==> config.mk <==
export PLATFORM = sky130hd
export DESIGN_NAME = gpgpu_mem
export DESIGN_NICKNAME = d
export VERILOG_FILES = /design/src/source/axi_pkg.sv /design/src/source/l2_pkg.sv /design/src/source/gpgpu_mem.sv /design/src/source/performance_counters.sv /design/src/source/axi_burst_master.sv /design/src/source/l2_cache.sv /design/src/source/l2_arbiter.sv
export VERILOG_INCLUDE_DIRS = /design/src /design/src/include
export SDC_FILE = /design/constraint.sdc
export NUM_CORES = 2
export LEC_CHECK = 0
export ABC_AREA = 1
export BUFFER_PORTS_ARGS = -buffer_cell sky130_fd_sc_hd__buf_2
export CORE_UTILIZATION = 50
export CTS_CLUSTER_SIZE = 25
export DETAILED_ROUTE_END_ITERATION = 12
export HOLD_SLACK_MARGIN = 0.12
export PLACE_DENSITY_LB_ADDON = 0.05
export SLEW_MARGIN = 0
export SYNTH_ARGS = -nofsm -noshare
export SYNTH_HDL_FRONTEND = slang
export SYNTH_SLANG_ARGS = --single-unit
==> constraint.sdc <==
create_clock -name reset -period 14.7 [get_ports reset]
set_clock_uncertainty 0.1 [all_clocks]
set_input_delay 4.41 -clock reset [delete_from_list [all_inputs] [get_ports reset]]
set_output_delay 4.41 -clock reset [all_outputs]
set_load 0.005 [all_outputs]
==> src/include/gpgpu_consts.svh <==
/*
 * Build-wide constants for the shared memory side of the GPGPU.
 * Included by the packages and by every module that sizes ports or arrays.
 */

`ifndef GPGPU_CONSTS_SVH
`define GPGPU_CONSTS_SVH

`define NUM_CORES 2 // Request ports into the L2
`define CORE_INDEX_WIDTH 1
`define STRAND_INDEX_WIDTH 2

`define LINE_WORDS 4 // 32-bit words per line
`define NUM_SETS 16 // Direct mapped, one line per set

`define PC_WIDTH 16 // Performance counter width

`endif
==> src/source/axi_pkg.sv <==
/*
 * AXI4 burst channel structs and the line command passed from the L2
 * cache to the burst master.
 */

`include "gpgpu_consts.svh"

package axi_pkg;

	typedef logic [`LINE_WORDS-1:0][31:0] axi_line_t; // Word 0 at the lowest address

	typedef struct packed
	{
		logic [31:0] addr;
		logic [7:0] len;
	} axi_aw_t;

	typedef struct packed
	{
		logic [31:0] addr;
		logic [7:0] len;
	} axi_ar_t;

	typedef struct packed
	{
		logic [31:0] data;
		logic last;
	} axi_w_t;

	typedef struct packed
	{
		logic fill;
		logic writeback; // Victim goes out before the fill
		logic [31:0] fill_addr; // Line aligned
		logic [31:0] victim_addr; // Line aligned
		axi_line_t victim_data;
	} mem_cmd_t;

endpackage

==> src/source/l2_pkg.sv <==
/*
 * L2 request, response and event types shared by the arbiter, the cache,
 * the performance counters and the top level.
 */

`include "gpgpu_consts.svh"

package l2_pkg;

	typedef enum logic
	{
		L2_LOAD = 1'b0,
		L2_STORE = 1'b1
	} l2_op_t;

	typedef struct packed
	{
		l2_op_t op;
		logic [`STRAND_INDEX_WIDTH-1:0] strand;
		logic [31:0] addr; // Byte address, word aligned
		logic [31:0] data;
		logic [3:0] mask; // Byte enables for stores
	} l2_req_t;

	typedef struct packed
	{
		logic [`CORE_INDEX_WIDTH-1:0] core; // Cores filter the broadcast on this
		logic [`STRAND_INDEX_WIDTH-1:0] strand;
		l2_op_t op;
		logic [31:0] addr;
		logic [31:0] data;
	} l2_rsp_t;

	typedef struct packed
	{
		logic hit;
		logic miss;
		logic writeback;
		logic store;
	} l2_event_t;

	typedef struct packed
	{
		logic [`PC_WIDTH-1:0] hit;
		logic [`PC_WIDTH-1:0] miss;
		logic [`PC_WIDTH-1:0] writeback;
		logic [`PC_WIDTH-1:0] store;
	} perf_counts_t;

endpackage

==> src/source/gpgpu_mem.sv <==
/*
 * Shared memory side of the GPGPU: core arbiter, L2 cache, AXI burst
 * master and performance counters. Port reset carries the clock and
 * port clk the asynchronous active-high reset.
 */

`timescale 1ns/1ps

`include "gpgpu_consts.svh"

module gpgpu_mem (
	input logic reset,
	input logic clk,
	input logic core_req_valid [`NUM_CORES],
	input l2_pkg::l2_req_t core_req [`NUM_CORES],
	output logic core_req_ready [`NUM_CORES],
	output logic rsp_valid,
	output l2_pkg::l2_rsp_t rsp,
	output axi_pkg::axi_aw_t axi_aw,
	output logic awvalid,
	input logic awready,
	output axi_pkg::axi_w_t axi_w,
	output logic wvalid,
	input logic wready,
	input logic bvalid,
	output logic bready,
	output axi_pkg::axi_ar_t axi_ar,
	output logic arvalid,
	input logic arready,
	input logic rvalid,
	output logic rready,
	input logic [31:0] rdata,
	output l2_pkg::perf_counts_t counts
);

	import l2_pkg::*;
	import axi_pkg::*;

	logic arb_valid;
	logic [`CORE_INDEX_WIDTH-1:0] arb_core;
	l2_req_t arb_req;
	logic arb_ready;
	logic mem_cmd_valid;
	mem_cmd_t mem_cmd;
	logic mem_done;
	axi_line_t fill_line;
	l2_event_t events;

	l2_arbiter l2_arbiter_inst (
		.reset(reset),
		.clk(clk),
		.core_req_valid(core_req_valid),
		.core_req(core_req),
		.core_req_ready(core_req_ready),
		.arb_valid(arb_valid),
		.arb_core(arb_core),
		.arb_req(arb_req),
		.arb_ready(arb_ready)
	);

	l2_cache l2_cache_inst (
		.reset(reset),
		.clk(clk),
		.arb_valid(arb_valid),
		.arb_core(arb_core),
		.arb_req(arb_req),
		.arb_ready(arb_ready),
		.rsp_valid(rsp_valid),
		.rsp(rsp),
		.mem_cmd_valid(mem_cmd_valid),
		.mem_cmd(mem_cmd),
		.mem_done(mem_done),
		.fill_line(fill_line),
		.events(events)
	);

	axi_burst_master axi_burst_master_inst (
		.reset(reset),
		.clk(clk),
		.mem_cmd_valid(mem_cmd_valid),
		.mem_cmd(mem_cmd),
		.mem_done(mem_done),
		.fill_line(fill_line),
		.axi_aw(axi_aw),
		.awvalid(awvalid),
		.awready(awready),
		.axi_w(axi_w),
		.wvalid(wvalid),
		.wready(wready),
		.bvalid(bvalid),
		.bready(bready),
		.axi_ar(axi_ar),
		.arvalid(arvalid),
		.arready(arready),
		.rvalid(rvalid),
		.rready(rready),
		.rdata(rdata)
	);

	performance_counters performance_counters_inst (
		.reset(reset),
		.clk(clk),
		.events(events),
		.counts(counts)
	);

endmodule

==> src/source/performance_counters.sv <==
/*
 * Saturating event counters for the L2. Each counter steps on the edge
 * after its event pulse and holds at its maximum.
 */

`timescale 1ns/1ps

`include "gpgpu_consts.svh"

module performance_counters (
	input logic reset,
	input logic clk,
	input l2_pkg::l2_event_t events,
	output l2_pkg::perf_counts_t counts
);

	function automatic logic [`PC_WIDTH-1:0] sat_inc(input logic [`PC_WIDTH-1:0] value,
		input logic pulse);
		if (pulse && value != '1)
			return value + 1'b1;
		return value; // Saturated or idle
	endfunction

	always_ff @(posedge reset or posedge clk)
	begin
		if (clk)
			counts <= '0;
		else
		begin
			counts.hit <= sat_inc(counts.hit, events.hit);
			counts.miss <= sat_inc(counts.miss, events.miss);
			counts.writeback <= sat_inc(counts.writeback, events.writeback);
			counts.store <= sat_inc(counts.store, events.store);
		end
	end

endmodule

==> src/source/axi_burst_master.sv <==
/*
 * Runs line commands from the L2 as AXI4 incrementing bursts: an optional
 * writeback (AW, W beats, B) followed by the fill (AR, R beats).
 * mem_done pulses once the whole command has finished.
 */

`timescale 1ns/1ps

`include "gpgpu_consts.svh"

module axi_burst_master (
	input logic reset,
	input logic clk,
	input logic mem_cmd_valid,
	input axi_pkg::mem_cmd_t mem_cmd,
	output logic mem_done,
	output axi_pkg::axi_line_t fill_line,
	output axi_pkg::axi_aw_t axi_aw,
	output logic awvalid,
	input logic awready,
	output axi_pkg::axi_w_t axi_w,
	output logic wvalid,
	input logic wready,
	input logic bvalid,
	output logic bready,
	output axi_pkg::axi_ar_t axi_ar,
	output logic arvalid,
	input logic arready,
	input logic rvalid,
	output logic rready,
	input logic [31:0] rdata
);

	localparam int BEAT_BITS = $clog2(`LINE_WORDS);
	localparam logic [BEAT_BITS-1:0] LAST_BEAT = BEAT_BITS'(`LINE_WORDS - 1);

	typedef enum logic [2:0]
	{
		S_IDLE,
		S_AW,
		S_W,
		S_B,
		S_AR,
		S_R,
		S_DONE
	} state_t;

	state_t state;
	logic [BEAT_BITS-1:0] beat;

	always_ff @(posedge reset or posedge clk)
	begin
		if (clk)
		begin
			state <= S_IDLE;
			beat <= '0;
		end
		else
		begin
			case (state)
				S_IDLE:
				begin
					beat <= '0;
					if (mem_cmd_valid)
					begin
						if (mem_cmd.writeback)
							state <= S_AW;
						else if (mem_cmd.fill)
							state <= S_AR;
						else
							state <= S_DONE;
					end
				end
				S_AW:
				begin
					if (awready)
						state <= S_W;
				end
				S_W:
				begin
					if (wready)
					begin
						beat <= beat + 1'b1;
						if (beat == LAST_BEAT)
							state <= S_B;
					end
				end
				S_B:
				begin
					if (bvalid)
						state <= mem_cmd.fill ? S_AR : S_DONE;
				end
				S_AR:
				begin
					beat <= '0;
					if (arready)
						state <= S_R;
				end
				S_R:
				begin
					if (rvalid)
					begin
						beat <= beat + 1'b1;
						if (beat == LAST_BEAT)
							state <= S_DONE;
					end
				end
				default:
				begin
					state <= S_IDLE; // S_DONE lasts one cycle
				end
			endcase
		end
	end

	// Assemble the fill line beat by beat
	always_ff @(posedge reset)
	begin
		if (state == S_R && rvalid)
			fill_line[beat] <= rdata;
	end

	assign axi_aw.addr = mem_cmd.victim_addr;
	assign axi_aw.len = 8'(`LINE_WORDS - 1);
	assign awvalid = (state == S_AW);

	assign axi_w.data = mem_cmd.victim_data[beat];
	assign axi_w.last = (beat == LAST_BEAT);
	assign wvalid = (state == S_W);

	assign bready = (state == S_B);

	assign axi_ar.addr = mem_cmd.fill_addr;
	assign axi_ar.len = 8'(`LINE_WORDS - 1);
	assign arvalid = (state == S_AR);

	assign rready = (state == S_R);
	assign mem_done = (state == S_DONE);

endmodule

==> src/source/l2_cache.sv <==
/*
 * Direct-mapped, write-back, write-allocate L2 cache serving one request
 * at a time. Misses go to the burst master as a fill, preceded by a
 * writeback when the victim is dirty. Responses are broadcast to all cores.
 */

`timescale 1ns/1ps

`include "gpgpu_consts.svh"

module l2_cache (
	input logic reset,
	input logic clk,
	input logic arb_valid,
	input logic [`CORE_INDEX_WIDTH-1:0] arb_core,
	input l2_pkg::l2_req_t arb_req,
	output logic arb_ready,
	output logic rsp_valid,
	output l2_pkg::l2_rsp_t rsp,
	output logic mem_cmd_valid,
	output axi_pkg::mem_cmd_t mem_cmd,
	input logic mem_done,
	input axi_pkg::axi_line_t fill_line,
	output l2_pkg::l2_event_t events
);

	import l2_pkg::*;
	import axi_pkg::*;

	localparam int WORD_BITS = $clog2(`LINE_WORDS);
	localparam int OFFSET_BITS = WORD_BITS + 2;
	localparam int SET_BITS = $clog2(`NUM_SETS);
	localparam int TAG_BITS = 32 - SET_BITS - OFFSET_BITS;

	typedef enum logic [2:0]
	{
		S_IDLE,
		S_LOOKUP,
		S_MEM_WAIT,
		S_UPDATE,
		S_RESPOND
	} state_t;

	state_t state;

	logic [`NUM_SETS-1:0] valid_bits;
	logic [`NUM_SETS-1:0] dirty_bits;
	logic [TAG_BITS-1:0] tag_array [`NUM_SETS];
	axi_line_t data_array [`NUM_SETS];

	l2_req_t req_q; // Request being served
	logic [`CORE_INDEX_WIDTH-1:0] core_q;
	axi_line_t line_q; // Fill data until the update cycle

	logic [SET_BITS-1:0] req_set;
	logic [TAG_BITS-1:0] req_tag;
	logic [WORD_BITS-1:0] req_word;
	logic hit;
	logic victim_dirty;
	logic is_store;
	logic [31:0] cur_word;
	logic [31:0] merged_word;

	assign req_set = req_q.addr[OFFSET_BITS +: SET_BITS];
	assign req_tag = req_q.addr[31 -: TAG_BITS];
	assign req_word = req_q.addr[2 +: WORD_BITS];
	assign hit = valid_bits[req_set] && (tag_array[req_set] == req_tag);
	assign victim_dirty = valid_bits[req_set] && dirty_bits[req_set];
	assign is_store = (req_q.op == L2_STORE);
	assign cur_word = data_array[req_set][req_word];

	// Byte merge of store data into the addressed word
	always_comb
	begin
		for (int b = 0; b < 4; b++)
		begin
			if (req_q.mask[b])
				merged_word[8 * b +: 8] = req_q.data[8 * b +: 8];
			else
				merged_word[8 * b +: 8] = cur_word[8 * b +: 8];
		end
	end

	always_ff @(posedge reset or posedge clk)
	begin
		if (clk)
		begin
			state <= S_IDLE;
			valid_bits <= '0;
			dirty_bits <= '0;
		end
		else
		begin
			case (state)
				S_IDLE:
				begin
					if (arb_valid)
						state <= S_LOOKUP;
				end
				S_LOOKUP:
				begin
					state <= hit ? S_RESPOND : S_MEM_WAIT;
				end
				S_MEM_WAIT:
				begin
					if (mem_done)
						state <= S_UPDATE;
				end
				S_UPDATE:
				begin
					state <= S_RESPOND;
					valid_bits[req_set] <= 1'b1;
					dirty_bits[req_set] <= 1'b0; // Fresh copy of memory
				end
				S_RESPOND:
				begin
					state <= S_IDLE;
					if (is_store)
						dirty_bits[req_set] <= 1'b1;
				end
				default:
				begin
					state <= S_IDLE;
				end
			endcase
		end
	end

	always_ff @(posedge reset)
	begin
		if (state == S_IDLE && arb_valid)
		begin
			req_q <= arb_req;
			core_q <= arb_core;
		end

		if (state == S_LOOKUP)
		begin
			mem_cmd.fill <= 1'b1; // Every miss allocates
			mem_cmd.writeback <= victim_dirty;
			mem_cmd.fill_addr <= {req_q.addr[31:OFFSET_BITS], {OFFSET_BITS{1'b0}}};
			mem_cmd.victim_addr <= {tag_array[req_set], req_set, {OFFSET_BITS{1'b0}}};
			mem_cmd.victim_data <= data_array[req_set];
		end

		if (state == S_MEM_WAIT && mem_done)
			line_q <= fill_line;

		if (state == S_UPDATE)
		begin
			tag_array[req_set] <= req_tag;
			data_array[req_set] <= line_q;
		end

		if (state == S_RESPOND && is_store)
			data_array[req_set][req_word] <= merged_word; // Store lands with its response
	end

	assign arb_ready = (state == S_IDLE);
	assign mem_cmd_valid = (state == S_MEM_WAIT);
	assign rsp_valid = (state == S_RESPOND);

	assign rsp.core = core_q;
	assign rsp.strand = req_q.strand;
	assign rsp.op = req_q.op;
	assign rsp.addr = req_q.addr;
	assign rsp.data = is_store ? merged_word : cur_word;

	assign events.hit = (state == S_LOOKUP) && hit;
	assign events.miss = (state == S_LOOKUP) && !hit;
	assign events.writeback = (state == S_LOOKUP) && !hit && victim_dirty;
	assign events.store = (state == S_RESPOND) && is_store;

endmodule

==> src/source/l2_arbiter.sv <==
/*
 * Round-robin arbiter between the two core request ports and the L2.
 * Selection is combinational; only the last-grant bit is registered.
 */

`timescale 1ns/1ps

`include "gpgpu_consts.svh"

module l2_arbiter (
	input logic reset,
	input logic clk,
	input logic core_req_valid [`NUM_CORES],
	input l2_pkg::l2_req_t core_req [`NUM_CORES],
	output logic core_req_ready [`NUM_CORES],
	output logic arb_valid,
	output logic [`CORE_INDEX_WIDTH-1:0] arb_core,
	output l2_pkg::l2_req_t arb_req,
	input logic arb_ready
);

	logic last_grant; // Core that won the previous transfer
	logic sel;

	always_comb
	begin
		if (core_req_valid[0] && core_req_valid[1])
			sel = ~last_grant; // Contention goes to the other core
		else
			sel = core_req_valid[1];
	end

	assign arb_valid = core_req_valid[0] || core_req_valid[1];
	assign arb_core = sel;
	assign arb_req = core_req[sel];

	// Only the granted core sees ready
	assign core_req_ready[0] = arb_ready && !sel;
	assign core_req_ready[1] = arb_ready && sel;

	always_ff @(posedge reset or posedge clk)
	begin
		if (clk)
			last_grant <= 1'b1; // Core 0 first after reset
		else if (arb_valid && arb_ready)
			last_grant <= sel;
	end

endmodule

==> results.yml <==
run_status:
  run_status: "finished clean"
synth:
  yosys.area_share.adder: 0.000821
  netlist_instances: 9610
  synth-simple-area-share: 0.109
  synthesis.area_mm2: 0.122
  synth_top_family_by_area: "simple AND/OR/NAND/NOR gates"
  synth_edf_count: 2941
  synth_flop_cell: "edfxtp_1"
  synthMuxAreaShare: 0
  ys_types: 46
  avgSynthCellArea_um2: 12.7
  synth_compound_area_frac: 0.103
  ys_seq_area_frac: 0.746
  synth_xor_area_frac: 0.00402
  synth_seq_cells: 3050
  yosys_warnings: 0
  synthArstFlopShare: 0.0344
global_routing:
  grt_max_degree: 213
  grt_pass1_vias: 75072
  antenna_found_initial: 25
  grt-ovfl-total: 0
  track_usage: 0.306
  grt_pass1_wl_mm: 537
placed_design:
  post-place-ws_ps: 4640
  gp_congestion: 0.861
  placed_cell_area_mm2: 0.127
  hpwl_mm: 211
  io_buffer_count: 411
finish:
  area_delta_synth_final_pct: 12.8
  num-fill-cells: 19742
  layout-drive-gt1-share: 0.125
  fin_area_mm2: 0.138
  fin_util: 0.570
  final_nets: 10075
clock_network:
  cts_buffer_depth: 4
  insertion_delay_ps: 980
  cts_root_buf: "clkbuf_16"
  ctsResizeCount: 0
  postCtsSetupRepairBufs: 0
  cts.sinks: 3050
  clk_pin_slew_worst_paths_ps: 70
  htree_levels: 5
  cts_buffers: 334
  cts_hold_buf: 0
  cts_tree: "done"
hold_path:
  hp-class: "register to register"
timing:
  relSlewSlack: 0.0438
  tightest_slew_ps: 1420
  tns_ps: 0
  finalHoldViolations: 0
  setup_viol: 0
  finalWorstSetupSlack_ps: 3550
  grt_setup_unrepaired: "no"
  fmaxAchievable_ghz: 0.0897
  fin_crit_ps: 11150
  min_period_over_period: 0.758
  fin_hold_ws_ps: 283
  finalMaxSlewViolations: 0
die:
  num_rows: 180
  initial_core_util: 0.505
  fp.dieH_um: 496
  core_mm2: 0.241
  die_area_mm2: 0.246
  die-width_um: 496
  ios: 436
critical_path:
  crit_type: "register to output port"
  critPathLaunchType: "register"
  worstSetupEndpointType: "output port"
  worstPathArrival_ps: 6640
  cp_max_fo: 84
  cp.required_ps: 10190
pwr:
  peakVddDrop_mv: 0.281
  leakagePower_uw: 0.0474
  powerDensity_mw_per_mm2: 205
drt:
  dr.pass1.iters: 7
  ant_nets: 0
  vias_per_cell: 6.02
  drtIter0Drc: 9729
  routed-via-count: 80196
  drcViolationCount: 0
  route.final.wire_length_mm: 380
  wire_per_inst_um: 28.5
job:
  cap_violations: 0
-- logic make-up after synthesis --
family | count (synthesis)
adder cells (fa/ha/maj) | 8
AO/OA/AOI/OAI | 2204
XOR/XNOR | 56
buffers and inverters | 946
AND/OR/NAND/NOR | 3344
other | 2
flip-flops | 3050
-- report_power, final --
part	switching, µW	internal, µW
registers	370	10500
clock network	3320	4610
logic	7060	2240
-- cell usage after synthesis, types with 2 or more instances --
library cell	count	area (µm²)
a21oi_1	71	355
a22oi_1	4	30.0
buf_1	26	97.6
buf_2	138	691
buf_4	163	1220
buf_6	10	113
clkbuf_1	390	1460
clkinv_1	3	11.3
conb_1	2	7.51
dfrtp_1	104	2600
dfxtp_1	4	80.1
edfxtp_1	2941	88300
ha_1	8	100
inv_1	211	792
inv_2	5	18.8
nand2_1	1380	5180
nand2_2	2	12.5
nand3_1	395	1980
nand3b_1	6	45.0
nand4_1	24	150
nor2_1	1454	5460
nor3_1	56	280
nor4_1	5	31.3
o211ai_1	85	638
o21a_1	3	22.5
o21ai_0	1176	5890
o21ai_1	268	1340
o21ai_2	22	193
o221ai_1	219	1920
o22ai_1	351	2200
or2_1	6	37.5
or2_2	10	62.6
xnor2_1	22	193
xor2_1	34	298
-- metal layers --
metal,wire length (µm),up-vias,share of wire,global-route usage
li1,-,35453,-,-
met1,161000,40348,0.42,0.447
met2,170000,3780,0.45,0.462
met3,35900,595,0.095,0.0579
met4,12800,20,0.034,0.102
met5,115,-,0.00030,0
-- path summary, 6_finish.rpt --
kind	from	to	slack [ps]	cells after the start
worst max-delay path	register	rsp[5]	3550	14
worst min-delay path	axi_burst_master_inst.fill_line[31]	l2_cache_inst.line_q[31]	280	0
worst max register to register	register	l2_cache_inst.data_array[0][126]	7990	13
worst min register to register	axi_burst_master_inst.fill_line[31]	l2_cache_inst.line_q[31]	280	0
max in group asynchronous	clk	performance_counters_inst.counts[56]	9700	3
min in group asynchronous	clk	axi_burst_master_inst.beat[1]	3450	2
-- sequential cells by signal, summed over array words and instances (netlist names), 16 cells and up, named ones only --
register and cells:
l2_cache_inst.rsp 34, l2_cache_inst.tag_array 384, l2_cache_inst.valid_bits 16, performance_counters_inst.counts 64, l2_cache_inst.req_q 36, l2_cache_inst.mem_cmd 181
l2_cache_inst.data_array 2048, axi_burst_master_inst.fill_line 128, l2_cache_inst.line_q 128
-- per-stage QoR --
| step | std cells | total power (µW) |
|---|---|---|
| floorplan | 9632 | 16400 |
| global placement | 12733 | 20100 |
| detailed placement | 12733 | 20200 |
| CTS | 13314 | 28100 |
| global route | 13317 | 29300 |
| finish | 13324 | 28100 |
-- cell type report --
class,instances,area [µm²],area share
sequential,3050,91000,0.662
multi-input combinational,5636,27500,0.200
clock buffer,419,8840,0.0643
timing repair buffer,643,3990,0.0290
tap,3185,3990,0.0290
clock inverter,162,1320,0.00963
inverter,219,853,0.00621
antenna,10,25.0,0.000182
-- worst max-delay path, stage by stage, from the launching register on --
cell and delay (ps):
dfxtp_4 930, buf_4 620, buf_4 770, buf_4 770, o21ai_0 200, o22ai_1 200, o21ai_0 110, o21ai_1 660
nand2_1 120, nand2_1 120, nor2_1 40, nand2_1 60, o21ai_1 170, a21oi_1 550, buf_2 220
-- cell usage in the layout (no fill, tap or decap), drive strengths merged --
cell type / count
dfstp: 1
nand2: 1382
nor4: 5
a41oi: 1
conb: 24
o221ai: 219
o2111ai: 1
clkbuf: 419
xor2: 34
or2: 16
nor3: 56
dfrtp: 104
o21ai: 1466
nor2: 1456
o31ai: 1
diode: 10
or4: 1
inv: 222
o22ai: 351
nor3b: 1
o21a: 3
a22oi: 4
a21oi: 71
o32ai: 1
xnor2: 22
nand3b: 6
nand3: 396
a31oi: 1
ha: 8
dfxtp: 4
clkinvlp: 8
o211ai: 85
edfxtp: 2941
nand4: 25
clkinv: 130
buf: 643
bufinv: 21
(Power assumes the default switching activity.)
